==> src/hw/cache_pkg.sv <==
// Cache package
// Geometry, address split, vector types and controller states shared by the cache RTL

`default_nettype none

package cache_pkg;

  // ============================================================
  // Geometry
  // ============================================================
  localparam int NUM_SETS    = 8;
  localparam int NUM_WAYS    = 2;
  localparam int LINE_WORDS  = 4;
  localparam int FLUSH_CNT_W = 4;

  // Address split: [31:7] tag, [6:4] index, [3:2] word offset
  localparam int OFF_LSB = 2;
  localparam int OFF_MSB = 3;
  localparam int IDX_LSB = 4;
  localparam int IDX_MSB = 6;
  localparam int TAG_LSB = 7;
  localparam int TAG_MSB = 31;

  typedef logic [31:0] addr_t;
  typedef logic [31:0] word_t;
  typedef logic [24:0] tag_t;
  typedef logic [2:0]  idx_t;
  typedef logic [1:0]  off_t;

  typedef enum logic [3:0] {
    IDLE,
    LOOKUP,
    RESPOND,
    SPILL_REQ,
    SPILL_WAIT,
    REFILL_REQ,
    REFILL_WAIT,
    REFILL_DONE,
    FLUSH_SCAN,
    FLUSH_SPILL_REQ,
    FLUSH_SPILL_WAIT,
    FLUSH_DONE
  } ctrl_state_t;

endpackage

`default_nettype wire

==> src/hw/cache_alt.sv <==
// Two-way write-back data cache with flush
// Joins the controller and the datapath behind val/rdy processor and memory ports

`default_nettype none

module cache_alt
  import cache_pkg::*;
(
  input  logic  clk,
  input  logic  rst_n,
  input  logic  req_val,
  output logic  req_rdy,
  input  logic  req_write,
  input  addr_t req_addr,
  input  word_t req_data,
  output logic  resp_val,
  input  logic  resp_rdy,
  output logic  resp_write,
  output word_t resp_data,
  output logic  mem_req_val,
  input  logic  mem_req_rdy,
  output logic  mem_req_write,
  output addr_t mem_req_addr,
  output word_t mem_req_data,
  input  logic  mem_resp_val,
  output logic  mem_resp_rdy,
  input  word_t mem_resp_data,
  input  logic  flush,
  output logic  flush_done
);

  // Control
  logic  req_load;
  logic  tag_wen;
  logic  data_wen;
  logic  data_src_mem;
  logic  mark_dirty;
  logic  lru_update;
  logic  word_clear;
  logic  word_inc;
  logic  spill_sel;
  logic  flush_clear;
  logic  flush_inc;
  logic  victim_load;

  // Status
  logic  hit;
  logic  victim_dirty;
  logic  word_last;
  logic  flush_set_last;
  word_t rd_word;

  cache_ctrl u_ctrl (.*);

  cache_dpath u_dpath (
    .clk            (clk),
    .rst_n          (rst_n),
    .req_addr       (req_addr),
    .req_data       (req_data),
    .mem_resp_data  (mem_resp_data),
    .req_load       (req_load),
    .tag_wen        (tag_wen),
    .data_wen       (data_wen),
    .data_src_mem   (data_src_mem),
    .mark_dirty     (mark_dirty),
    .lru_update     (lru_update),
    .word_clear     (word_clear),
    .word_inc       (word_inc),
    .spill_sel      (spill_sel),
    .flush_clear    (flush_clear),
    .flush_inc      (flush_inc),
    .victim_load    (victim_load),
    .resp_data      (rd_word),
    .mem_req_addr   (mem_req_addr),
    .mem_req_data   (mem_req_data),
    .hit            (hit),
    .victim_dirty   (victim_dirty),
    .word_last      (word_last),
    .flush_set_last (flush_set_last)
  );

  // Write responses carry no data
  assign resp_data = resp_write ? '0 : rd_word;

endmodule

`default_nettype wire

==> src/hw/cache_ctrl.sv <==
// Cache controller
// FSM for lookup, spill, refill and flush; drives all handshakes and datapath controls

`default_nettype none

module cache_ctrl
  import cache_pkg::*;
(
  input  logic clk,
  input  logic rst_n,
  input  logic req_val,
  input  logic req_write,
  input  logic resp_rdy,
  input  logic mem_req_rdy,
  input  logic mem_resp_val,
  input  logic flush,
  input  logic hit,
  input  logic victim_dirty,
  input  logic word_last,
  input  logic flush_set_last,
  output logic req_rdy,
  output logic resp_val,
  output logic resp_write,
  output logic mem_req_val,
  output logic mem_req_write,
  output logic mem_resp_rdy,
  output logic flush_done,
  output logic req_load,
  output logic tag_wen,
  output logic data_wen,
  output logic data_src_mem,
  output logic mark_dirty,
  output logic lru_update,
  output logic word_clear,
  output logic word_inc,
  output logic spill_sel,
  output logic flush_clear,
  output logic flush_inc,
  output logic victim_load
);

  ctrl_state_t state;
  ctrl_state_t state_next;
  logic        write_q;
  logic        st_spill;
  logic        st_wait;

  // ============================================================
  // State register
  // ============================================================
  always_ff @(posedge clk) begin
    if (!rst_n) begin
      state <= IDLE;
    end else begin
      state <= state_next;
    end
  end

  always_ff @(posedge clk) begin
    if (req_load) begin
      write_q <= req_write;
    end
  end

  always_comb begin
    state_next = state;
    case (state)
      IDLE: begin
        // Flush wins over a pending request
        if (flush) begin
          state_next = FLUSH_SCAN;
        end else if (req_val) begin
          state_next = LOOKUP;
        end
      end
      LOOKUP: begin
        if (hit) begin
          state_next = RESPOND;
        end else if (victim_dirty) begin
          state_next = SPILL_REQ;
        end else begin
          state_next = REFILL_REQ;
        end
      end
      RESPOND:     if (resp_rdy) state_next = IDLE;
      SPILL_REQ:   if (mem_req_rdy) state_next = SPILL_WAIT;
      SPILL_WAIT: begin
        if (mem_resp_val) begin
          state_next = word_last ? REFILL_REQ : SPILL_REQ;
        end
      end
      REFILL_REQ:  if (mem_req_rdy) state_next = REFILL_WAIT;
      REFILL_WAIT: begin
        if (mem_resp_val) begin
          state_next = word_last ? REFILL_DONE : REFILL_REQ;
        end
      end
      REFILL_DONE: state_next = RESPOND;
      FLUSH_SCAN: begin
        if (victim_dirty) begin
          state_next = FLUSH_SPILL_REQ;
        end else if (flush_set_last) begin
          state_next = FLUSH_DONE;
        end
      end
      FLUSH_SPILL_REQ: if (mem_req_rdy) state_next = FLUSH_SPILL_WAIT;
      FLUSH_SPILL_WAIT: begin
        if (mem_resp_val && word_last) begin
          state_next = flush_set_last ? FLUSH_DONE : FLUSH_SCAN;
        end else if (mem_resp_val) begin
          state_next = FLUSH_SPILL_REQ;
        end
      end
      FLUSH_DONE:  state_next = IDLE;
      default:     state_next = IDLE;
    endcase
  end

  // ============================================================
  // Handshake outputs
  // ============================================================
  assign st_spill = (state == SPILL_REQ) || (state == SPILL_WAIT) ||
                    (state == FLUSH_SPILL_REQ) || (state == FLUSH_SPILL_WAIT);
  assign st_wait  = (state == SPILL_WAIT) || (state == REFILL_WAIT) ||
                    (state == FLUSH_SPILL_WAIT);

  assign req_rdy       = (state == IDLE) && !flush;
  assign resp_val      = (state == RESPOND);
  assign resp_write    = write_q;
  assign mem_req_val   = (state == SPILL_REQ) || (state == REFILL_REQ) ||
                         (state == FLUSH_SPILL_REQ);
  assign mem_req_write = (state == SPILL_REQ) || (state == FLUSH_SPILL_REQ);
  assign mem_resp_rdy  = st_wait;
  assign flush_done    = (state == FLUSH_DONE);

  // Datapath controls
  assign req_load     = req_rdy && req_val;
  assign flush_clear  = (state == IDLE) && flush;
  assign victim_load  = (state == LOOKUP);
  assign word_clear   = (state == LOOKUP) || (state == FLUSH_SCAN);
  assign word_inc     = st_wait && mem_resp_val;
  // Miss in lookup already starts reading word 0 of the victim
  assign spill_sel    = ((state == LOOKUP) && !hit) || (state == FLUSH_SCAN) || st_spill;
  assign data_src_mem = (state == REFILL_REQ) || (state == REFILL_WAIT);
  assign tag_wen      = (state == REFILL_DONE);
  assign mark_dirty   = write_q && (((state == LOOKUP) && hit) || (state == REFILL_DONE));
  assign data_wen     = mark_dirty || ((state == REFILL_WAIT) && mem_resp_val);
  assign lru_update   = ((state == LOOKUP) && hit) || (state == REFILL_DONE);
  assign flush_inc    = ((state == FLUSH_SCAN) && !victim_dirty) ||
                        ((state == FLUSH_SPILL_WAIT) && mem_resp_val && word_last);

endmodule

`default_nettype wire

==> src/hw/cache_data_array.sv <==
// Cache data array
// Line storage for both ways, one word written per edge, registered word read

`default_nettype none

module cache_data_array
  import cache_pkg::*;
(
  input  logic  clk,
  input  idx_t  idx,
  input  logic  way,
  input  off_t  off,
  input  logic  wen,
  input  word_t wdata,
  output word_t rdata
);

  localparam int DEPTH = NUM_WAYS * NUM_SETS * LINE_WORDS;

  word_t                    mem [DEPTH];
  logic [$clog2(DEPTH)-1:0] addr;

  // Word address is way, then set, then offset
  assign addr = {way, idx, off};

  always_ff @(posedge clk) begin
    if (wen) begin
      mem[addr] <= wdata;
    end
  end

  // Old contents come back when the same word is written on this edge
  always_ff @(posedge clk) begin
    rdata <= mem[addr];
  end

endmodule

`default_nettype wire

==> src/hw/cache_dpath.sv <==
// Cache datapath
// Request registers, word and flush counters, way select, arrays and memory address

`default_nettype none

module cache_dpath
  import cache_pkg::*;
(
  input  logic  clk,
  input  logic  rst_n,
  input  addr_t req_addr,
  input  word_t req_data,
  input  word_t mem_resp_data,
  input  logic  req_load,
  input  logic  tag_wen,
  input  logic  data_wen,
  input  logic  data_src_mem,
  input  logic  mark_dirty,
  input  logic  lru_update,
  input  logic  word_clear,
  input  logic  word_inc,
  input  logic  spill_sel,
  input  logic  flush_clear,
  input  logic  flush_inc,
  input  logic  victim_load,
  output word_t resp_data,
  output addr_t mem_req_addr,
  output word_t mem_req_data,
  output logic  hit,
  output logic  victim_dirty,
  output logic  word_last,
  output logic  flush_set_last
);

  tag_t                   tag_q;
  idx_t                   idx_q;
  off_t                   off_q;
  word_t                  data_q;
  off_t                   word_cnt;
  off_t                   word_cnt_next;
  logic [FLUSH_CNT_W-1:0] flush_cnt;
  logic [FLUSH_CNT_W-1:0] flush_cnt_next;
  logic                   flush_mode;
  logic                   flush_mode_next;
  logic                   way_q;
  logic                   way_cur;
  idx_t                   idx_cur;
  idx_t                   rd_idx;
  logic                   hit_way;
  logic                   victim_way;
  tag_t                   victim_tag;
  off_t                   data_off;
  word_t                  data_wdata;
  word_t                  rdata;

  // ============================================================
  // Request and counters
  // ============================================================
  always_ff @(posedge clk) begin
    if (req_load) begin
      tag_q  <= req_addr[TAG_MSB:TAG_LSB];
      idx_q  <= req_addr[IDX_MSB:IDX_LSB];
      off_q  <= req_addr[OFF_MSB:OFF_LSB];
      data_q <= req_data;
    end
  end

  assign word_cnt_next   = word_clear ? '0 : (word_inc ? word_cnt + 2'd1 : word_cnt);
  assign flush_cnt_next  = flush_clear ? '0 : (flush_inc ? flush_cnt + 1'b1 : flush_cnt);
  assign flush_mode_next = flush_clear ? 1'b1 : (req_load ? 1'b0 : flush_mode);

  always_ff @(posedge clk) begin
    word_cnt   <= word_cnt_next;
    flush_cnt  <= flush_cnt_next;
    flush_mode <= flush_mode_next;
    if (victim_load) begin
      way_q <= way_cur;
    end
  end

  assign word_last      = (word_cnt == off_t'(LINE_WORDS - 1));
  assign flush_set_last = &flush_cnt;

  // Hit way or victim during lookup, flush way during a flush walk
  assign way_cur = victim_load ? (hit ? hit_way : victim_way)
                               : (flush_mode ? flush_cnt[0] : way_q);
  assign idx_cur = flush_mode ? flush_cnt[FLUSH_CNT_W-1:1] : idx_q;

  // Tags are read one edge ahead of the set they describe
  assign rd_idx = req_load ? req_addr[IDX_MSB:IDX_LSB]
                           : (flush_mode_next ? flush_cnt_next[FLUSH_CNT_W-1:1] : idx_q);

  // ============================================================
  // Arrays
  // ============================================================
  cache_tag_array u_tag_array (
    .clk          (clk),
    .rst_n        (rst_n),
    .rd_idx       (rd_idx),
    .wr_idx       (idx_cur),
    .wr_way       (way_cur),
    .tag_wen      (tag_wen),
    .wr_tag       (tag_q),
    .mark_dirty   (mark_dirty),
    .clear_dirty  (flush_inc),
    .lru_update   (lru_update),
    .lru_way      (way_cur),
    .hit          (hit),
    .hit_way      (hit_way),
    .victim_way   (victim_way),
    .victim_tag   (victim_tag),
    .victim_dirty (victim_dirty)
  );

  // Spill reads run one word ahead so the word is ready with the request
  assign data_off   = spill_sel ? word_cnt_next : (data_src_mem ? word_cnt : off_q);
  assign data_wdata = data_src_mem ? mem_resp_data : data_q;

  cache_data_array u_data_array (
    .clk   (clk),
    .idx   (idx_cur),
    .way   (way_cur),
    .off   (data_off),
    .wen   (data_wen),
    .wdata (data_wdata),
    .rdata (rdata)
  );

  assign resp_data    = rdata;
  assign mem_req_data = rdata;
  assign mem_req_addr = {(spill_sel ? victim_tag : tag_q), idx_cur, word_cnt, 2'b00};

endmodule

`default_nettype wire

==> src/hw/cache_tag_array.sv <==
// Cache tag array
// Tags, valid and dirty bits per way, one LRU bit per set, tag compare and victim choice

`default_nettype none

module cache_tag_array
  import cache_pkg::*;
(
  input  logic clk,
  input  logic rst_n,
  input  idx_t rd_idx,
  input  idx_t wr_idx,
  input  logic wr_way,
  input  logic tag_wen,
  input  tag_t wr_tag,
  input  logic mark_dirty,
  input  logic clear_dirty,
  input  logic lru_update,
  input  logic lru_way,
  output logic hit,
  output logic hit_way,
  output logic victim_way,
  output tag_t victim_tag,
  output logic victim_dirty
);

  tag_t                tags     [NUM_WAYS][NUM_SETS];
  logic [NUM_SETS-1:0] valid    [NUM_WAYS];
  logic [NUM_SETS-1:0] dirty    [NUM_WAYS];
  logic [NUM_SETS-1:0] lru;

  tag_t                rd_tag   [NUM_WAYS];
  logic [NUM_WAYS-1:0] rd_valid;
  logic [NUM_WAYS-1:0] rd_dirty;
  logic                rd_lru;
  logic [NUM_WAYS-1:0] way_hit;

  always_ff @(posedge clk) begin
    if (tag_wen) begin
      tags[wr_way][wr_idx] <= wr_tag;
    end
  end

  // Status bits; a refill installs the line clean, a write hit then dirties it
  always_ff @(posedge clk) begin
    if (!rst_n) begin
      for (int w = 0; w < NUM_WAYS; w++) begin
        valid[w] <= '0;
        dirty[w] <= '0;
      end
      lru <= '0;
    end else begin
      if (tag_wen) begin
        valid[wr_way][wr_idx] <= 1'b1;
        dirty[wr_way][wr_idx] <= 1'b0;
      end
      if (clear_dirty) begin
        dirty[wr_way][wr_idx] <= 1'b0;
      end
      if (mark_dirty) begin
        dirty[wr_way][wr_idx] <= 1'b1;
      end
      if (lru_update) begin
        lru[wr_idx] <= ~lru_way;
      end
    end
  end

  // One-cycle read of both ways
  always_ff @(posedge clk) begin
    for (int w = 0; w < NUM_WAYS; w++) begin
      rd_tag[w]   <= tags[w][rd_idx];
      rd_valid[w] <= valid[w][rd_idx];
      rd_dirty[w] <= dirty[w][rd_idx];
    end
    rd_lru <= lru[rd_idx];
  end

  always_comb begin
    for (int w = 0; w < NUM_WAYS; w++) begin
      way_hit[w] = rd_valid[w] && (rd_tag[w] == wr_tag);
    end
  end

  assign hit     = |way_hit;
  assign hit_way = way_hit[1];

  // Invalid way first (way 0 before way 1), otherwise LRU
  assign victim_way = !rd_valid[0] ? 1'b0 : (!rd_valid[1] ? 1'b1 : rd_lru);

  // Tag and dirty bit of the way being addressed
  assign victim_tag   = rd_tag[wr_way];
  assign victim_dirty = rd_dirty[wr_way];

endmodule

`default_nettype wire

==> config.mk <==
export PLATFORM = sky130hd
export DESIGN_NAME = cache_alt
export DESIGN_NICKNAME = d
export VERILOG_FILES = /design/src/hw/cache_pkg.sv /design/src/hw/cache_alt.sv /design/src/hw/cache_ctrl.sv /design/src/hw/cache_data_array.sv /design/src/hw/cache_dpath.sv /design/src/hw/cache_tag_array.sv
export SDC_FILE = /design/constraint.sdc
export NUM_CORES = 2
export LEC_CHECK = 0
export BUFFER_PORTS_ARGS = -buffer_cell sky130_fd_sc_hd__buf_4
export CORE_MARGIN = 4
export CORE_UTILIZATION = 46
export DETAILED_ROUTE_END_ITERATION = 16
export PLACE_DENSITY = 0.73
export SYNTH_ARGS = -nofsm -noshare
export SYNTH_HDL_FRONTEND = slang
export SYNTH_HIERARCHICAL = 1
export SYNTH_SLANG_ARGS = --single-unit
==> constraint.sdc <==
create_clock -name clk -period 7.6 [get_ports clk]
set_input_delay 2.28 -clock clk [delete_from_list [all_inputs] [get_ports clk]]
set_output_delay 2.28 -clock clk [all_outputs]
set_load 0.01 [all_outputs]
==> impl_metrics.py <==
metrics = {
    "routing": {
        "drtIter0Drc": 7407,
        "num_vias": 55800,
        "first_pass_iters": 8,
        "ant_nets": 0,
        "wl_per_cell_um": 29.0,
        "viasPerCell": 6.21,
        "drc": 0,
        "wl_mm": 260,
    },
    "power_and_ir_drop": {
        "p_per_area_mw_per_mm2": 348,
        "p_leak_nw": 37.2,
        "peakVddDrop_v": 0.000332,
        "power_mw": 40.7,
    },
    "timing": {
        "finalClockSkew_ps": 83.7,
        "rsz0062_at_grt": "no",
        "slew_violations": 0,
        "fmax_mhz": 141,
        "hold-worst-slack_ps": 468,
        "fin_crit_ps": 7090,
        "hold_viol": 0,
        "tightest_slew_ps": 1350,
        "period_share_pct": 93.3,
        "setup_tns_ps": 0,
        "max-slew-margin-rel_pct": 9.95,
        "layout_setup_ws_ps": 506,
        "finalSetupViolCount": 0,
    },
    "setup_path": {
        "path_class": "flip-flop to primary output",
        "crit_buf_inv": 3,
        "worstPathRequired_ps": 5320,
        "critPathMaxStageDelay_ps": 690,
        "worst_path_most_repeated_cell": "buf_4",
        "worstPathArrival_ps": 4810,
        "crit_fanout": 21,
        "cp-end-kind": "primary output",
        "crit_family": "multiplexers",
        "cpMaxStageDelayCell": "edfxtp_1",
        "crit_path_start_kind": "flip-flop",
        "crit_chain": "xnor2_1, nand4_1, or4_1, o22ai_1, buf_4, mux2i_1, a21oi_4, buf_4, mux2_2, mux2_2, buf_4",
    },
    "floorplan": {
        "dieWidth_um": 479,
        "start_util_pct": 46.3,
        "die_height_um": 479,
        "die_area_mm2": 0.229,
        "num_rows": 172,
        "io_pins": 207,
        "core_area_mm2": 0.220,
    },
    "global_route": {
        "track_usage_pct": 22.1,
        "grt_remaining_overflow": 0,
        "first_global_vias": 55100,
        "antenna_found_initial": 11,
        "grt_pass1_wl_mm": 375,
        "grt_max_degree": 104,
    },
    "layout": {
        "area_growth_pct": 14.5,
        "drive_gt1_share_pct": 24.0,
        "finalNetCount": 5916,
        "fillers": 16600,
        "fin_cells": 8982,
        "fin_util_pct": 53.0,
        "final_area_mm2": 0.117,
    },
    "clocking": {
        "cts_inserted_buffers": 238,
        "cts_buffer_depth": 3,
        "cts_root_buffer": "clkbuf_16",
        "cts_tree": "yes",
        "clk_pin_slew_ps": 60,
        "clk_latency_ps": 890,
        "cts_hold_buf": 0,
        "cts_resized": 0,
        "clock_sinks": 2650,
        "htree_levels": 4,
        "post_cts_buffers": 0,
    },
    "yosys": {
        "syn_area_per_cell_um2": 18.6,
        "syn_area_mm2": 0.102,
        "ys_seq_elements": 2650,
        "ys_seq_area_share_pct": 76.8,
        "ys_types": 82,
        "async_flop_share_pct": 0,
        "yosysWarnings": 6,
        "synth-main-ff-cell": "edfxtp_1",
        "netlist_instances": 5489,
        "synth_edf_count": 2528,
    },
    "place": {
        "placed_cells": 8528,
        "io_buffer_count": 202,
        "gp_congestion": 0.845,
        "dpl.hpwl_mm": 150,
        "pre_cts_ws_ps": 950,
        "placed_cell_area_mm2": 0.109,
    },
    "min_path": {
        "hp-class": "flip-flop to flip-flop",
    },
    "run_status": {
        "status": "completed",
    },
    "run": {
        "cap_violations": 0,
    },
}
-- Yosys cell counts, drive strengths merged (15+ instances only) --
cell type | number | area share, %
o22a | 71 | 0.61
edfxtp | 2528 | 74
or4 | 18 | 0.14
a22oi | 188 | 1.4
o2bb2ai | 15 | 0.13
o21ai | 111 | 0.54
buf | 208 | 1.2
nor4 | 22 | 0.15
and3 | 86 | 0.53
a2111oi | 18 | 0.16
clkbuf | 184 | 0.68
nor2b | 45 | 0.28
a31oi | 44 | 0.27
mux2i | 267 | 2.6
xnor2 | 30 | 0.26
mux4 | 206 | 4.5
nand2 | 40 | 0.15
a22o | 66 | 0.57
o22ai | 96 | 0.59
mux2 | 287 | 3.2
nand2b | 21 | 0.13
nand3 | 59 | 0.29
a221o | 15 | 0.15
nor3 | 32 | 0.17
dfxtp | 122 | 2.4
a211oi | 20 | 0.15
nor2 | 207 | 0.76
a221oi | 175 | 1.5
xor2 | 26 | 0.22
a21oi | 136 | 0.67
a222oi | 16 | 0.16
-- worst register-to-register path, delay by kind of cell (launching register included) --
family | cells | cell delay (ps)
AOI/OAI and AO/OA | 6 | 2040
xor gates and xnor gates | 1 | 440
buffers and inverters | 2 | 500
DFF | 1 | 690
and+or+nand+nor | 9 | 3030
-- final timing paths --
kind                                                       from                               to  slack, ps  cells after the start
worst max register to register                u_dpath/tag_q[21]   u_dpath/u_data_array/rdata[30]        720                     18
worst min-delay path            u_dpath/u_tag_array/valid[0][5]  u_dpath/u_tag_array/valid[0][5]        470                      1
worst min register to register  u_dpath/u_tag_array/valid[0][5]  u_dpath/u_tag_array/valid[0][5]        470                      1
worst max-delay path                          u_dpath/tag_q[21]                 mem_req_addr[22]        510                     11
-- report_power, final --
part           leakage (nW)  internal (mW)  switching, mW
logic                  9.48           4.48           6.99
registers              23.8           16.6          0.334
clock network          3.93           6.94           5.29
total                  37.2           28.1           12.6
-- cells in the final DEF (no fill, tap or decap), types with 14 or more instances in the layout --
| master | netlist | layout |
|---|---|---|
| a22oi_1 | 188 | 188 |
| a221o_1 | 15 | 15 |
| edfxtp_1 | 2528 | 2528 |
| nand3_1 | 59 | 58 |
| a31oi_1 | 44 | 44 |
| buf_4 | 50 | 423 |
| nand2b_1 | 21 | 18 |
| dfxtp_1 | 122 | 122 |
| a221oi_1 | 175 | 175 |
| a21oi_1 | 136 | 134 |
| buf_12 | 3 | 49 |
| or4_1 | 17 | 17 |
| clkinv_1 | 0 | 41 |
| o2bb2ai_1 | 15 | 15 |
| mux2i_1 | 267 | 267 |
| mux4_2 | 206 | 206 |
| nand2_1 | 40 | 39 |
| clkbuf_1 | 183 | 56 |
| clkinv_2 | 0 | 47 |
| nor2b_1 | 45 | 39 |
| nor4_1 | 21 | 21 |
| and3_1 | 86 | 86 |
| o21ai_0 | 110 | 109 |
| mux2_2 | 287 | 286 |
| a22o_1 | 66 | 66 |
| xor2_1 | 26 | 26 |
| xnor2_1 | 30 | 30 |
| o22ai_1 | 96 | 95 |
| clkbuf_16 | 0 | 241 |
| a211oi_1 | 19 | 19 |
| nor2_1 | 206 | 122 |
| a222oi_1 | 16 | 16 |
| clkbuf_8 | 0 | 15 |
| o22a_1 | 71 | 71 |
| or4b_1 | 14 | 14 |
| nor3_1 | 31 | 28 |
| bufinv_16 | 0 | 28 |
| nor2_4 | 0 | 83 |
-- metal layers --
layer  wire length, µm  track usage [%]  up-vias
li1                  -                -    23200
met1             98900             29.9    28800
met2            126000             35.9     3312
met3             26800             4.69      521
met4              8750             7.06        2
met5                 7                0        -
-- area by class of cell --
class                   count  area, µm²  area share [%]
flip-flops and latches   2650      78400            67.1
multi-input cells        2434      22400            19.2
clock buffers             312       6450            5.52
repair buffers            472       4160            3.56
well taps                2958       3700            3.17
clock inverters           138       1590            1.36
inverters                  14       60.1          0.0514
diodes                      4       10.0         0.00857
-- flip-flops by register name, indices dropped and copies added (netlist names), 4 cells and up --
signal and flops:
u_ctrl/state 4, u_dpath/data_q 32, u_dpath/flush_cnt 4, u_dpath/tag_q 25, u_dpath/u_data_array/mem 2048, u_dpath/u_data_array/rdata 32, u_dpath/u_tag_array/dirty 16, u_dpath/u_tag_array/lru 8
u_dpath/u_tag_array/rd_tag 50, u_dpath/u_tag_array/tags 400, u_dpath/u_tag_array/valid 16
-- cell families after synthesis --
family                   share of synthesized area (%)
flip-flops                                        76.8
other                                          0.00368
multiplexers                                      10.3
AO/OA/AOI/OAI                                     7.24
buffers and inverters                             1.97
XOR/XNOR                                         0.481
adder cells (fa/ha/maj)                         0.0245
AND/OR/NAND/NOR                                   3.11
(Power assumes the default switching activity.)
